<file path="config.mk">
export PLATFORM = sky130hd
export DESIGN_NAME = armPipe
export DESIGN_NICKNAME = d
export VERILOG_FILES = /design/src/hw/armPipePkg.sv /design/src/hw/controlUnit.sv /design/src/hw/registerFile.sv /design/src/hw/decodeStage.sv /design/src/hw/pipeReg.sv /design/src/hw/executeStage.sv /design/src/hw/armPipe.sv
export VERILOG_INCLUDE_DIRS = /design/src /design/src/hw
export SDC_FILE = /design/constraint.sdc
export NUM_CORES = 2
export LEC_CHECK = 0
export BUFFER_PORTS_ARGS = -buffer_cell sky130_fd_sc_hd__buf_2
export CORE_ASPECT_RATIO = 1.2
export CORE_MARGIN = 1.5
export CORE_UTILIZATION = 44
export CTS_CLUSTER_DIAMETER = 80
export DETAILED_ROUTE_END_ITERATION = 8
export PLACE_DENSITY = 0.6
export SETUP_SLACK_MARGIN = 0.15
export SLEW_MARGIN = 20
export SYNTH_ARGS = -nofsm -noshare
export SYNTH_HDL_FRONTEND = slang
export SYNTH_SLANG_ARGS = --single-unit
</file>
<file path="constraint.sdc">
create_clock -name Clk -period 7.45 [get_ports Clk]
set_input_delay 0.745 -clock Clk [delete_from_list [all_inputs] [get_ports Clk]]
set_output_delay 0.745 -clock Clk [all_outputs]
set_load 0.1 [all_outputs]
</file>
<file path="src/hw/armPipe_params.svh">
`ifndef ARMPIPE_PARAMS_SVH
`define ARMPIPE_PARAMS_SVH

`define ARMPIPE_DATA_WIDTH 32
`define ARMPIPE_REG_COUNT 16
`define ARMPIPE_REG_ADDR_WIDTH 4
`define ARMPIPE_PC_REG 15 // Reads as pc+8, never written

`endif

</file>
<file path="src/hw/armPipePkg.sv">
`default_nettype none
`include "armPipe_params.svh"

package armPipePkg;

	typedef enum logic [3:0] {
		aluAnd,
		aluEor,
		aluSub,
		aluRsb,
		aluAdd,
		aluOrr,
		aluMov,
		aluBic,
		aluCmp,
		aluNop
	} aluOpT;

	typedef struct packed {
		logic n;
		logic z;
		logic c;
		logic v;
	} flagsT;

	typedef struct packed {
		aluOpT aluOp;
		logic aluSrcImm; // Operand 2 from the immediate
		logic setFlags;
		logic regWrite;
	} ctrlT;

	typedef struct packed {
		ctrlT ctrl;
		logic [3:0] cond;
		logic [`ARMPIPE_REG_ADDR_WIDTH-1:0] rn;
		logic [`ARMPIPE_REG_ADDR_WIDTH-1:0] rm;
		logic [`ARMPIPE_REG_ADDR_WIDTH-1:0] rd;
		logic [`ARMPIPE_DATA_WIDTH-1:0] rnData;
		logic [`ARMPIPE_DATA_WIDTH-1:0] rmData;
		logic [`ARMPIPE_DATA_WIDTH-1:0] imm;
	} decExT;

	typedef struct packed {
		logic regWrite;
		logic [`ARMPIPE_REG_ADDR_WIDTH-1:0] rd;
		logic [`ARMPIPE_DATA_WIDTH-1:0] result;
		flagsT flags; // Flags after this instruction
	} exWbT;

	typedef struct packed {
		logic regWrite;
		logic [`ARMPIPE_REG_ADDR_WIDTH-1:0] rd;
		logic [`ARMPIPE_DATA_WIDTH-1:0] result;
	} retireT;

endpackage

`default_nettype wire

</file>
<file path="src/hw/controlUnit.sv">
`timescale 1ns/1ns
`default_nettype none

module controlUnit (
	input  logic [1:0] instrClass,
	input  logic [3:0] funct,
	input  logic immBit,
	input  logic sBit,
	output armPipePkg::ctrlT ctrl
);

	always_comb begin
		ctrl.aluOp = armPipePkg::aluNop;
		ctrl.aluSrcImm = immBit;
		ctrl.setFlags = 1'b0;
		ctrl.regWrite = 1'b0;
		if (instrClass == 2'b00) begin // Data processing only
			ctrl.setFlags = sBit;
			ctrl.regWrite = 1'b1;
			case (funct)
				4'b0000: ctrl.aluOp = armPipePkg::aluAnd;
				4'b0001: ctrl.aluOp = armPipePkg::aluEor;
				4'b0010: ctrl.aluOp = armPipePkg::aluSub;
				4'b0011: ctrl.aluOp = armPipePkg::aluRsb;
				4'b0100: ctrl.aluOp = armPipePkg::aluAdd;
				4'b1100: ctrl.aluOp = armPipePkg::aluOrr;
				4'b1101: ctrl.aluOp = armPipePkg::aluMov;
				4'b1110: ctrl.aluOp = armPipePkg::aluBic;
				4'b1010: begin
					ctrl.aluOp = armPipePkg::aluCmp;
					ctrl.setFlags = 1'b1; // Compare only updates flags
					ctrl.regWrite = 1'b0;
				end
				default: begin
					ctrl.setFlags = 1'b0;
					ctrl.regWrite = 1'b0;
				end
			endcase
		end
	end

endmodule

`default_nettype wire

</file>
<file path="src/hw/registerFile.sv">
`timescale 1ns/1ns
`default_nettype none
`include "armPipe_params.svh"

module registerFile (
	input  logic Clk,
	input  logic rstN,
	input  logic [`ARMPIPE_REG_ADDR_WIDTH-1:0] raddr1,
	input  logic [`ARMPIPE_REG_ADDR_WIDTH-1:0] raddr2,
	input  logic [`ARMPIPE_REG_ADDR_WIDTH-1:0] waddr,
	input  logic [`ARMPIPE_DATA_WIDTH-1:0] wdata,
	input  logic writeEn,
	input  logic [`ARMPIPE_DATA_WIDTH-1:0] pcPlus8,
	output logic [`ARMPIPE_DATA_WIDTH-1:0] rdata1,
	output logic [`ARMPIPE_DATA_WIDTH-1:0] rdata2
);

	logic [`ARMPIPE_DATA_WIDTH-1:0] regs [0:`ARMPIPE_REG_COUNT-2]; // r0 to r14

	always_ff @(posedge Clk or negedge rstN) begin
		if (!rstN) begin
			for (int i = 0; i < `ARMPIPE_REG_COUNT - 1; i++) begin
				regs[i] <= '0;
			end
		end else if (writeEn && waddr != `ARMPIPE_PC_REG) begin
			regs[waddr] <= wdata;
		end
	end

	assign rdata1 = (raddr1 == `ARMPIPE_PC_REG) ? pcPlus8 :
		(writeEn && raddr1 == waddr) ? wdata : regs[raddr1]; // Write-through
	assign rdata2 = (raddr2 == `ARMPIPE_PC_REG) ? pcPlus8 :
		(writeEn && raddr2 == waddr) ? wdata : regs[raddr2];

endmodule

`default_nettype wire

</file>
<file path="src/hw/decodeStage.sv">
`timescale 1ns/1ns
`default_nettype none
`include "armPipe_params.svh"

module decodeStage (
	input  logic Clk,
	input  logic rstN,
	input  logic instrValid,
	input  logic [`ARMPIPE_DATA_WIDTH-1:0] instr,
	input  logic [`ARMPIPE_DATA_WIDTH-1:0] pc,
	input  logic wbWriteEn,
	input  logic [`ARMPIPE_REG_ADDR_WIDTH-1:0] wbRd,
	input  logic [`ARMPIPE_DATA_WIDTH-1:0] wbData,
	output logic decValid,
	output armPipePkg::decExT decOut
);

	logic [3:0] cond;
	logic [1:0] instrClass;
	logic immBit;
	logic [3:0] funct;
	logic sBit;
	logic [`ARMPIPE_REG_ADDR_WIDTH-1:0] rn, rd, rm;
	logic [7:0] imm8;
	logic [`ARMPIPE_DATA_WIDTH-1:0] pcPlus8, rnData, rmData;
	armPipePkg::ctrlT unitCtrl;

	assign cond = instr[31:28];
	assign instrClass = instr[27:26];
	assign immBit = instr[25];
	assign funct = instr[24:21];
	assign sBit = instr[20];
	assign rn = instr[19:16];
	assign rd = instr[15:12];
	assign rm = instr[3:0];
	assign imm8 = instr[7:0]; // No rotation
	assign pcPlus8 = pc + `ARMPIPE_DATA_WIDTH'(8);

	controlUnit ctrlUnit (
		.instrClass(instrClass),
		.funct(funct),
		.immBit(immBit),
		.sBit(sBit),
		.ctrl(unitCtrl)
	);

	registerFile regFile (
		.Clk(Clk),
		.rstN(rstN),
		.raddr1(rn),
		.raddr2(rm),
		.waddr(wbRd),
		.wdata(wbData),
		.writeEn(wbWriteEn),
		.pcPlus8(pcPlus8),
		.rdata1(rnData),
		.rdata2(rmData)
	);

	assign decValid = instrValid;

	always_comb begin
		decOut.ctrl = unitCtrl;
		if (!instrValid) begin // Bubble carries no side effects
			decOut.ctrl.aluOp = armPipePkg::aluNop;
			decOut.ctrl.setFlags = 1'b0;
			decOut.ctrl.regWrite = 1'b0;
		end
		decOut.cond = cond;
		decOut.rn = rn;
		decOut.rm = rm;
		decOut.rd = rd;
		decOut.rnData = rnData;
		decOut.rmData = rmData;
		decOut.imm = {{(`ARMPIPE_DATA_WIDTH - 8){1'b0}}, imm8};
	end

endmodule

`default_nettype wire

</file>
<file path="src/hw/pipeReg.sv">
`timescale 1ns/1ns
`default_nettype none

module pipeReg #(
	parameter type payloadT = logic
) (
	input  logic Clk,
	input  logic rstN,
	input  logic inValid,
	input  payloadT inData,
	output logic outValid,
	output payloadT outData
);

	always_ff @(posedge Clk or negedge rstN) begin
		if (!rstN) begin
			outValid <= 1'b0;
		end else begin
			outValid <= inValid;
		end
	end

	always_ff @(posedge Clk) begin
		outData <= inData; // Qualified by outValid downstream
	end

endmodule

`default_nettype wire

</file>
<file path="src/hw/executeStage.sv">
`timescale 1ns/1ns
`default_nettype none
`include "armPipe_params.svh"

module executeStage (
	input  logic Clk,
	input  logic rstN,
	input  logic exValid,
	input  armPipePkg::decExT exIn,
	input  logic wbValid,
	input  armPipePkg::exWbT wbIn,
	output logic exWbValid,
	output armPipePkg::exWbT exWbOut,
	output armPipePkg::flagsT flags
);

	localparam int W = `ARMPIPE_DATA_WIDTH;
	localparam int W1 = W + 1;

	logic fwdRn, fwdRm, condPass, carry, overflow, flagsEn;
	logic [W-1:0] opA, rmVal, opB, result;
	armPipePkg::flagsT nextFlags;

	assign fwdRn = wbValid && wbIn.regWrite && wbIn.rd == exIn.rn && exIn.rn != `ARMPIPE_PC_REG;
	assign fwdRm = wbValid && wbIn.regWrite && wbIn.rd == exIn.rm && exIn.rm != `ARMPIPE_PC_REG;
	assign opA = fwdRn ? wbIn.result : exIn.rnData;
	assign rmVal = fwdRm ? wbIn.result : exIn.rmData;
	assign opB = exIn.ctrl.aluSrcImm ? exIn.imm : rmVal;

	always_comb begin
		case (exIn.cond)
			4'h0: condPass = flags.z;
			4'h1: condPass = !flags.z;
			4'h2: condPass = flags.c;
			4'h3: condPass = !flags.c;
			4'h4: condPass = flags.n;
			4'h5: condPass = !flags.n;
			4'h6: condPass = flags.v;
			4'h7: condPass = !flags.v;
			4'h8: condPass = flags.c && !flags.z;
			4'h9: condPass = !flags.c || flags.z;
			4'ha: condPass = flags.n == flags.v;
			4'hb: condPass = flags.n != flags.v;
			4'hc: condPass = !flags.z && flags.n == flags.v;
			4'hd: condPass = flags.z || flags.n != flags.v;
			4'he: condPass = 1'b1;
			default: condPass = 1'b0; // NV never executes
		endcase
	end

	always_comb begin
		result = '0;
		carry = flags.c; // Logical ops keep c and v
		overflow = flags.v;
		case (exIn.ctrl.aluOp)
			armPipePkg::aluAnd: result = opA & opB;
			armPipePkg::aluEor: result = opA ^ opB;
			armPipePkg::aluOrr: result = opA | opB;
			armPipePkg::aluMov: result = opB;
			armPipePkg::aluBic: result = opA & ~opB;
			armPipePkg::aluAdd: begin
				{carry, result} = {1'b0, opA} + {1'b0, opB};
				overflow = (opA[W-1] == opB[W-1]) && (result[W-1] != opA[W-1]);
			end
			armPipePkg::aluSub, armPipePkg::aluCmp: begin
				{carry, result} = {1'b0, opA} + {1'b0, ~opB} + W1'(1); // Carry is not-borrow
				overflow = (opA[W-1] != opB[W-1]) && (result[W-1] != opA[W-1]);
			end
			armPipePkg::aluRsb: begin
				{carry, result} = {1'b0, opB} + {1'b0, ~opA} + W1'(1);
				overflow = (opB[W-1] != opA[W-1]) && (result[W-1] != opB[W-1]);
			end
			default: result = '0;
		endcase
	end

	assign nextFlags.n = result[W-1];
	assign nextFlags.z = (result == '0);
	assign nextFlags.c = carry;
	assign nextFlags.v = overflow;
	assign flagsEn = exValid && condPass && exIn.ctrl.setFlags;

	always_ff @(posedge Clk or negedge rstN) begin
		if (!rstN) begin
			flags <= '0;
		end else if (flagsEn) begin
			flags <= nextFlags;
		end
	end

	assign exWbValid = exValid;
	assign exWbOut.regWrite = exValid && condPass && exIn.ctrl.regWrite;
	assign exWbOut.rd = exIn.rd;
	assign exWbOut.result = result;
	assign exWbOut.flags = flagsEn ? nextFlags : flags;

endmodule

`default_nettype wire

</file>
<file path="src/hw/armPipe.sv">
`timescale 1ns/1ns
`default_nettype none
`include "armPipe_params.svh"

module armPipe (
	input  logic Clk,
	input  logic rstN,
	input  logic instrValid,
	input  logic [`ARMPIPE_DATA_WIDTH-1:0] instr,
	input  logic [`ARMPIPE_DATA_WIDTH-1:0] pc,
	output logic retireValid,
	output armPipePkg::retireT retire,
	output armPipePkg::flagsT flags
);

	logic decValid, exValid, exWbValid, wbValid, wbWriteEn;
	armPipePkg::decExT decOut, exIn;
	armPipePkg::exWbT exWbOut, wbOut;

	decodeStage decode (
		.Clk(Clk),
		.rstN(rstN),
		.instrValid(instrValid),
		.instr(instr),
		.pc(pc),
		.wbWriteEn(wbWriteEn),
		.wbRd(wbOut.rd),
		.wbData(wbOut.result),
		.decValid(decValid),
		.decOut(decOut)
	);

	pipeReg #(.payloadT(armPipePkg::decExT)) decExReg (
		.Clk(Clk),
		.rstN(rstN),
		.inValid(decValid),
		.inData(decOut),
		.outValid(exValid),
		.outData(exIn)
	);

	executeStage execute (
		.Clk(Clk),
		.rstN(rstN),
		.exValid(exValid),
		.exIn(exIn),
		.wbValid(wbValid),
		.wbIn(wbOut),
		.exWbValid(exWbValid),
		.exWbOut(exWbOut),
		.flags(flags)
	);

	pipeReg #(.payloadT(armPipePkg::exWbT)) exWbReg (
		.Clk(Clk),
		.rstN(rstN),
		.inValid(exWbValid),
		.inData(exWbOut),
		.outValid(wbValid),
		.outData(wbOut)
	);

	assign wbWriteEn = wbValid && wbOut.regWrite;
	assign retireValid = wbValid;
	assign retire.regWrite = wbOut.regWrite;
	assign retire.rd = wbOut.rd;
	assign retire.result = wbOut.result;

endmodule

`default_nettype wire

</file>
After elaboration in Yosys (flattened, before gate mapping):

Cells that the tools add are included.

* bits of input ports: 67
* word-level logic and storage cells: 156
* flip-flop bits (word level): 618

* bitwise operators: 9
* multiplexer cells: 22
* reductions and logical operators: 33
* eq/ne operators: 47
* magnitude comparators: 4
* add/sub/neg operators: 6

Operators by type and width (count)
* bitwise mux 480 bit: 1
* 2-to-1 mux 32 bit: 12
* binary-select mux 32 bit (select 4 bit): 2
* case mux 32 bit (8 select lines): 1
* demux 32 bit (select 4 bit): 1
* adder 32 x 32 -> 33 bit: 3
* adder 33 x 1 -> 33 bit, second input constant: 2
* AND 32 bit: 2
* NOT 32 bit: 2
* equality test 4 bit, second input constant: 14
* equality test 4 x 3 -> 1 bit, second input constant: 9
* case mux 4 bit (9 select lines): 1
* adder 32 x 4 -> 32 bit, second input constant: 1
* logical NOT 32 bit: 1
* bitwise OR 32 bit: 1
* bitwise XOR 32 bit: 1
* equality test 4 x 2 -> 1 bit, second input constant: 6
* logical AND 1 bit: 17
* equality test 4 bit: 4
* greater-or-equal comparator 5 bit, second input constant: 3
* NOT 4 -> 5 bit: 3
* case mux 1 bit (15 select lines): 1
* equality test 4 x 1 -> 1 bit, second input constant: 3
* logical NOT 4 bit: 3
* 13 further kinds: 27

Logic depth before layout (Yosys ltp):

* depth after elaboration: 11
* depth in mapped cells: 24
* mapped depth without buffers: 21

Cells and area by module:

From an unflattened synthesis, not the netlist that was laid out.

* cells, all modules: 3794
* area, all modules: 41005.6 um2

By module, submodules not included
* registerFile: cells each 2018, area an instance 26930.8 um2, times used 1
* executeStage: cells each 1448, area an instance 9639.2 um2, times used 1
* pipeReg (decExReg): cells each 120, area an instance 2407.3 um2, times used 1
* decodeStage: cells each 138, area an instance 1012.2 um2, times used 1
* pipeReg (exWbReg): cells each 42, area an instance 845.8 um2, times used 1
* controlUnit: cells each 27, area an instance 163.9 um2, times used 1
* armPipe: cells each 1, area an instance 6.3 um2, times used 1

Least setup slack after synthesis:

No wires, ideal clock.

* path kind: register to register
* from: register exWbReg.outData[38] in the netlist's numbering
* to: register, netlist name execute.flags[2]
* stages on the path, launching flop included: 24
* path slack: 398 ps
* path buffers: 5
* arrival: 6960 ps
* library setup time: 92 ps
* period minus slack after synthesis: 7052 ps
* data required time: 7358 ps
* cell sequence: dfxtp_1 buf_2 xnor2_1 and4_1 clkbuf_1 nand2_2 clkbuf_1 buf_1 buf_1 mux2i_1 ha_1 inv_1 ha_1 o211ai_1 and2_1 a221o_1 a211o_1 a211o_1 or4_1 or4_1 or4_1 nor4_2 nand4bb_1 o31ai_2

RTL lines
* from (decl): line pipeReg.sv:12 `output payloadT outData`
* from (signal assigned): line pipeReg.sv:24 `outData <= inData;`

==> impl_metrics.env <==
export IMPL_status="finished, final reports clean"
export IMPL_finalPower_mw=7.67
export IMPL_yosysSeqAreaShare_pct=37.3
export IMPL_p_per_area_nw_per_um2=177
export IMPL_port_buffers=104
export IMPL_dieArea_sq_um=91600
export IMPL_ioPinCount=109
export IMPL_period_share_pct=91.3
export IMPL_cp_end_kind="register"
export IMPL_coreArea_sq_um=89000
export IMPL_ys_types=82
export IMPL_overflow=0
export IMPL_min_period_ns=6.80
export IMPL_ctsResizeCount=0
export IMPL_tns_ns=0
export IMPL_path_class="reg2reg"
export IMPL_grt_max_degree=150
export IMPL_dr_pass1_iters=6
export IMPL_postCtsHoldBufs=0
export IMPL_critPathLaunchType="register"
export IMPL_syn_area_sq_um=39500
export IMPL_post_route_util_pct=48.6
export IMPL_leakagePower_nw=19.7
export IMPL_yosysTopAreaCellShare_pct=30.8
export IMPL_die_w_um=277
export IMPL_vias=30300
export IMPL_drc=0
export IMPL_syn_avg_cell_area_sq_um=11.0
export IMPL_min_path_type="in2async"
export IMPL_grt_pass1_vias=30300
export IMPL_drive_gt1_share_pct=30.4
export IMPL_layout_common_cells="495 x mux2_2, 486 x dfrtp_1, 256 x mux4_2"
export IMPL_postLayoutCellArea_sq_um=43300
export IMPL_antennaDiodeCount=0
export IMPL_antenna_left=0
export IMPL_avgViaCountPerCell=6.38
export IMPL_max_stage_delay_ns=0.67
export IMPL_critical_path_buf_inv_count=1
export IMPL_cts_setup_buffers=0
export IMPL_cp_top_family="simple AND/OR/NAND/NOR gates"
export IMPL_antenna_found_initial=4
export IMPL_synthFlopType="dfrtp_1"
export IMPL_wire_per_inst_um=27.5
export IMPL_area_growth_pct=9.56
export IMPL_yosysWarnings=0
export IMPL_start_util_pct=44.4
export IMPL_finalMaxSlewViolations=0
export IMPL_post_dp_cell_area_sq_um=41100
export IMPL_worst_skew_pair_late_latency_ns=0.63
export IMPL_cts_tree="yes"
export IMPL_yosys_register_bits=614
export IMPL_cp_required_ns=7.98
export IMPL_final_common_cell="mux2_2"
export IMPL_grt_setup_unrepaired="no"
export IMPL_critical_path_cell_chain="nand2_1 -> o21ai_2 -> buf_4 -> o21ai_1 -> a31oi_1 -> ha_1 -> and3_1 -> a221oi_1 -> o21ai_1 -> a21oi_1 -> o221ai_1 -> or4_4 -> or4b_1 -> or4_1 -> or4_1 -> nor4_2 -> nand4bb_1 -> o31ai_2"
export IMPL_gp_congestion=1.01
export IMPL_fin_ws_ns=0.647
export IMPL_async_flop_share_pct=79.2
export IMPL_synth_area_top_cells="dfrtp_1 31%, mux4_2 15%, mux2_2 14%, dfxtp_1 6.5%, mux2i_1 4.3%"
export IMPL_cp_max_fo=19
export IMPL_placementRows=120
export IMPL_die_h_um=331
export IMPL_drt_iter0_drc=2891
export IMPL_fmax_mhz=147
export IMPL_cts_root_buffer="clkbuf_16"
export IMPL_path_clk_slew_ns=0.06
export IMPL_yosys_area_top_type="dfrtp_1"
export IMPL_cts_buffers=66
export IMPL_dp_hpwl_um=85200
export IMPL_layout_nets=3743
export IMPL_critPathSlowestCell="a221oi_1"
export IMPL_cts_htree_levels=3
export IMPL_clockBufferDepth=3
export IMPL_grt_pass1_wl_um=195000
export IMPL_syn_num_nets=3797
export IMPL_max_slew_margin_pct=32.4
export IMPL_ir_drop_mv=0.134
export IMPL_crit_arrival_ns=7.33
export IMPL_worst_pin_slew_ns=0.986
export IMPL_hold_viol_final=0
export IMPL_setup_violations=0
export IMPL_dp_slack_ns=0.795
export IMPL_synth_edf_count=0
export IMPL_timing_max_cap_violations=0
export IMPL_drt_total_wl_um=131000
export IMPL_clock_sinks=614
export IMPL_synthCells=3598
export IMPL_fin_skew_ns=0.0202
export IMPL_grtUsageTotal_pct=28.2
==> layout make-up <==
cell class              instances  area (sq um)
multi-input cells            2559         23300
flip-flops and latches        614         14700
clock buffers                  93          1890
fillers                      8014         45800
repair buffers                180          1190
well taps                    1159          1450
inverters                     123           462
clock inverters                28           256
==> registers in the layout, indices dropped and copies added (netlist names) <==
name,flops
exWbReg.outData,37
exWbReg.outValid,1
decExReg.outData,91
execute.flags,4
decExReg.outValid,1
decode.regFile.regs,480
==> worst reg2reg max path, stage by stage (launching register included) <==
cell and delay (ns):
dfxtp_1 0.65, nand2_1 0.38, o21ai_2 0.27, buf_4 0.28, o21ai_1 0.09, a31oi_1 0.45
ha_1 0.43, and3_1 0.26, a221oi_1 0.67, o21ai_1 0.17, a21oi_1 0.19, o221ai_1 0.16
or4_4 0.46, or4b_1 0.51, or4_1 0.57, or4_1 0.58, nor4_2 0.14, nand4bb_1 0.21
o31ai_2 0.22
==> layer usage <==
layer	vias to the layer above	wire, um	track usage [%]
li1	13300	-	-
met1	15400	52500	35.9
met2	1249	62500	46.8
met3	359	8860	4.04
met4	8	6770	14.4
met5	-	51	0
==> power by group <==
group / switching, mW / internal [mW] / leakage (nW)
Combinational: 0.646 / 0.281 / 10.8
Clock: 1.45 / 1.86 / 1.04
Sequential: 0.0723 / 3.36 / 7.83
Total: 2.17 / 5.51 / 19.7
==> synthesized netlist by cell type, drive strengths merged (14+ instances only) <==
cell type and number:
o211ai 23, dfxtp 128, nor4 20, nand3 60
nand2 205, xor2 25, nand2b 14, a211o 15
or4 21, nor2 220, o21bai 16, o21ai 228
clkbuf 249, mux2 495, o31ai 14, a21oi 207
nor2b 22, a221oi 19, and3 17, dfrtp 486
mux2i 168, nand4 16, a21o 15, a31oi 27
xnor2 46, a211oi 18, o221ai 18, inv 119
mux4 256, ha 131, nor3 50, and2 16
or3 19, buf 53, o22ai 26
==> worst paths after layout <==
path                                      startpoint                  endpoint  slack [ns]  cells after the start
worst min-delay path                            rstN  decode.regFile.regs[451]        0.18                      1
min in group Clk                           instr[29]     decExReg.outData[109]        0.21                      1
max in group asynchronous                       rstN  decode.regFile.regs[363]        5.80                      2
worst max-delay path             exWbReg.outData[36]          execute.flags[2]        0.65                     18
worst min register to register  decExReg.outData[97]       exWbReg.outData[37]        0.33                      0
worst max register to register   exWbReg.outData[36]          execute.flags[2]        0.65                     18
==> through the flow <==
stage	hold slack [ns]	std cells
after floorplan	0.310	3598
after global placement	0.310	4634
after detailed placement	0.314	4635
after CTS	0.176	4756
after global routing	0.201	4756
final	0.179	4756
==> cells by family (layout without fill, tap and decap cells) <==
group,count (synthesis),in the layout,synth area share [%]
multiplexers,919,919,33.0
AO/OA/AOI/OAI,726,726,11.5
AND/OR/NAND/NOR,711,711,8.44
flip-flops,614,614,37.3
buffers and inverters,425,424,4.07
adder cells (fa/ha/maj),132,132,4.20
XOR/XNOR,71,71,1.57
Power figures use the tool's default switching activity.
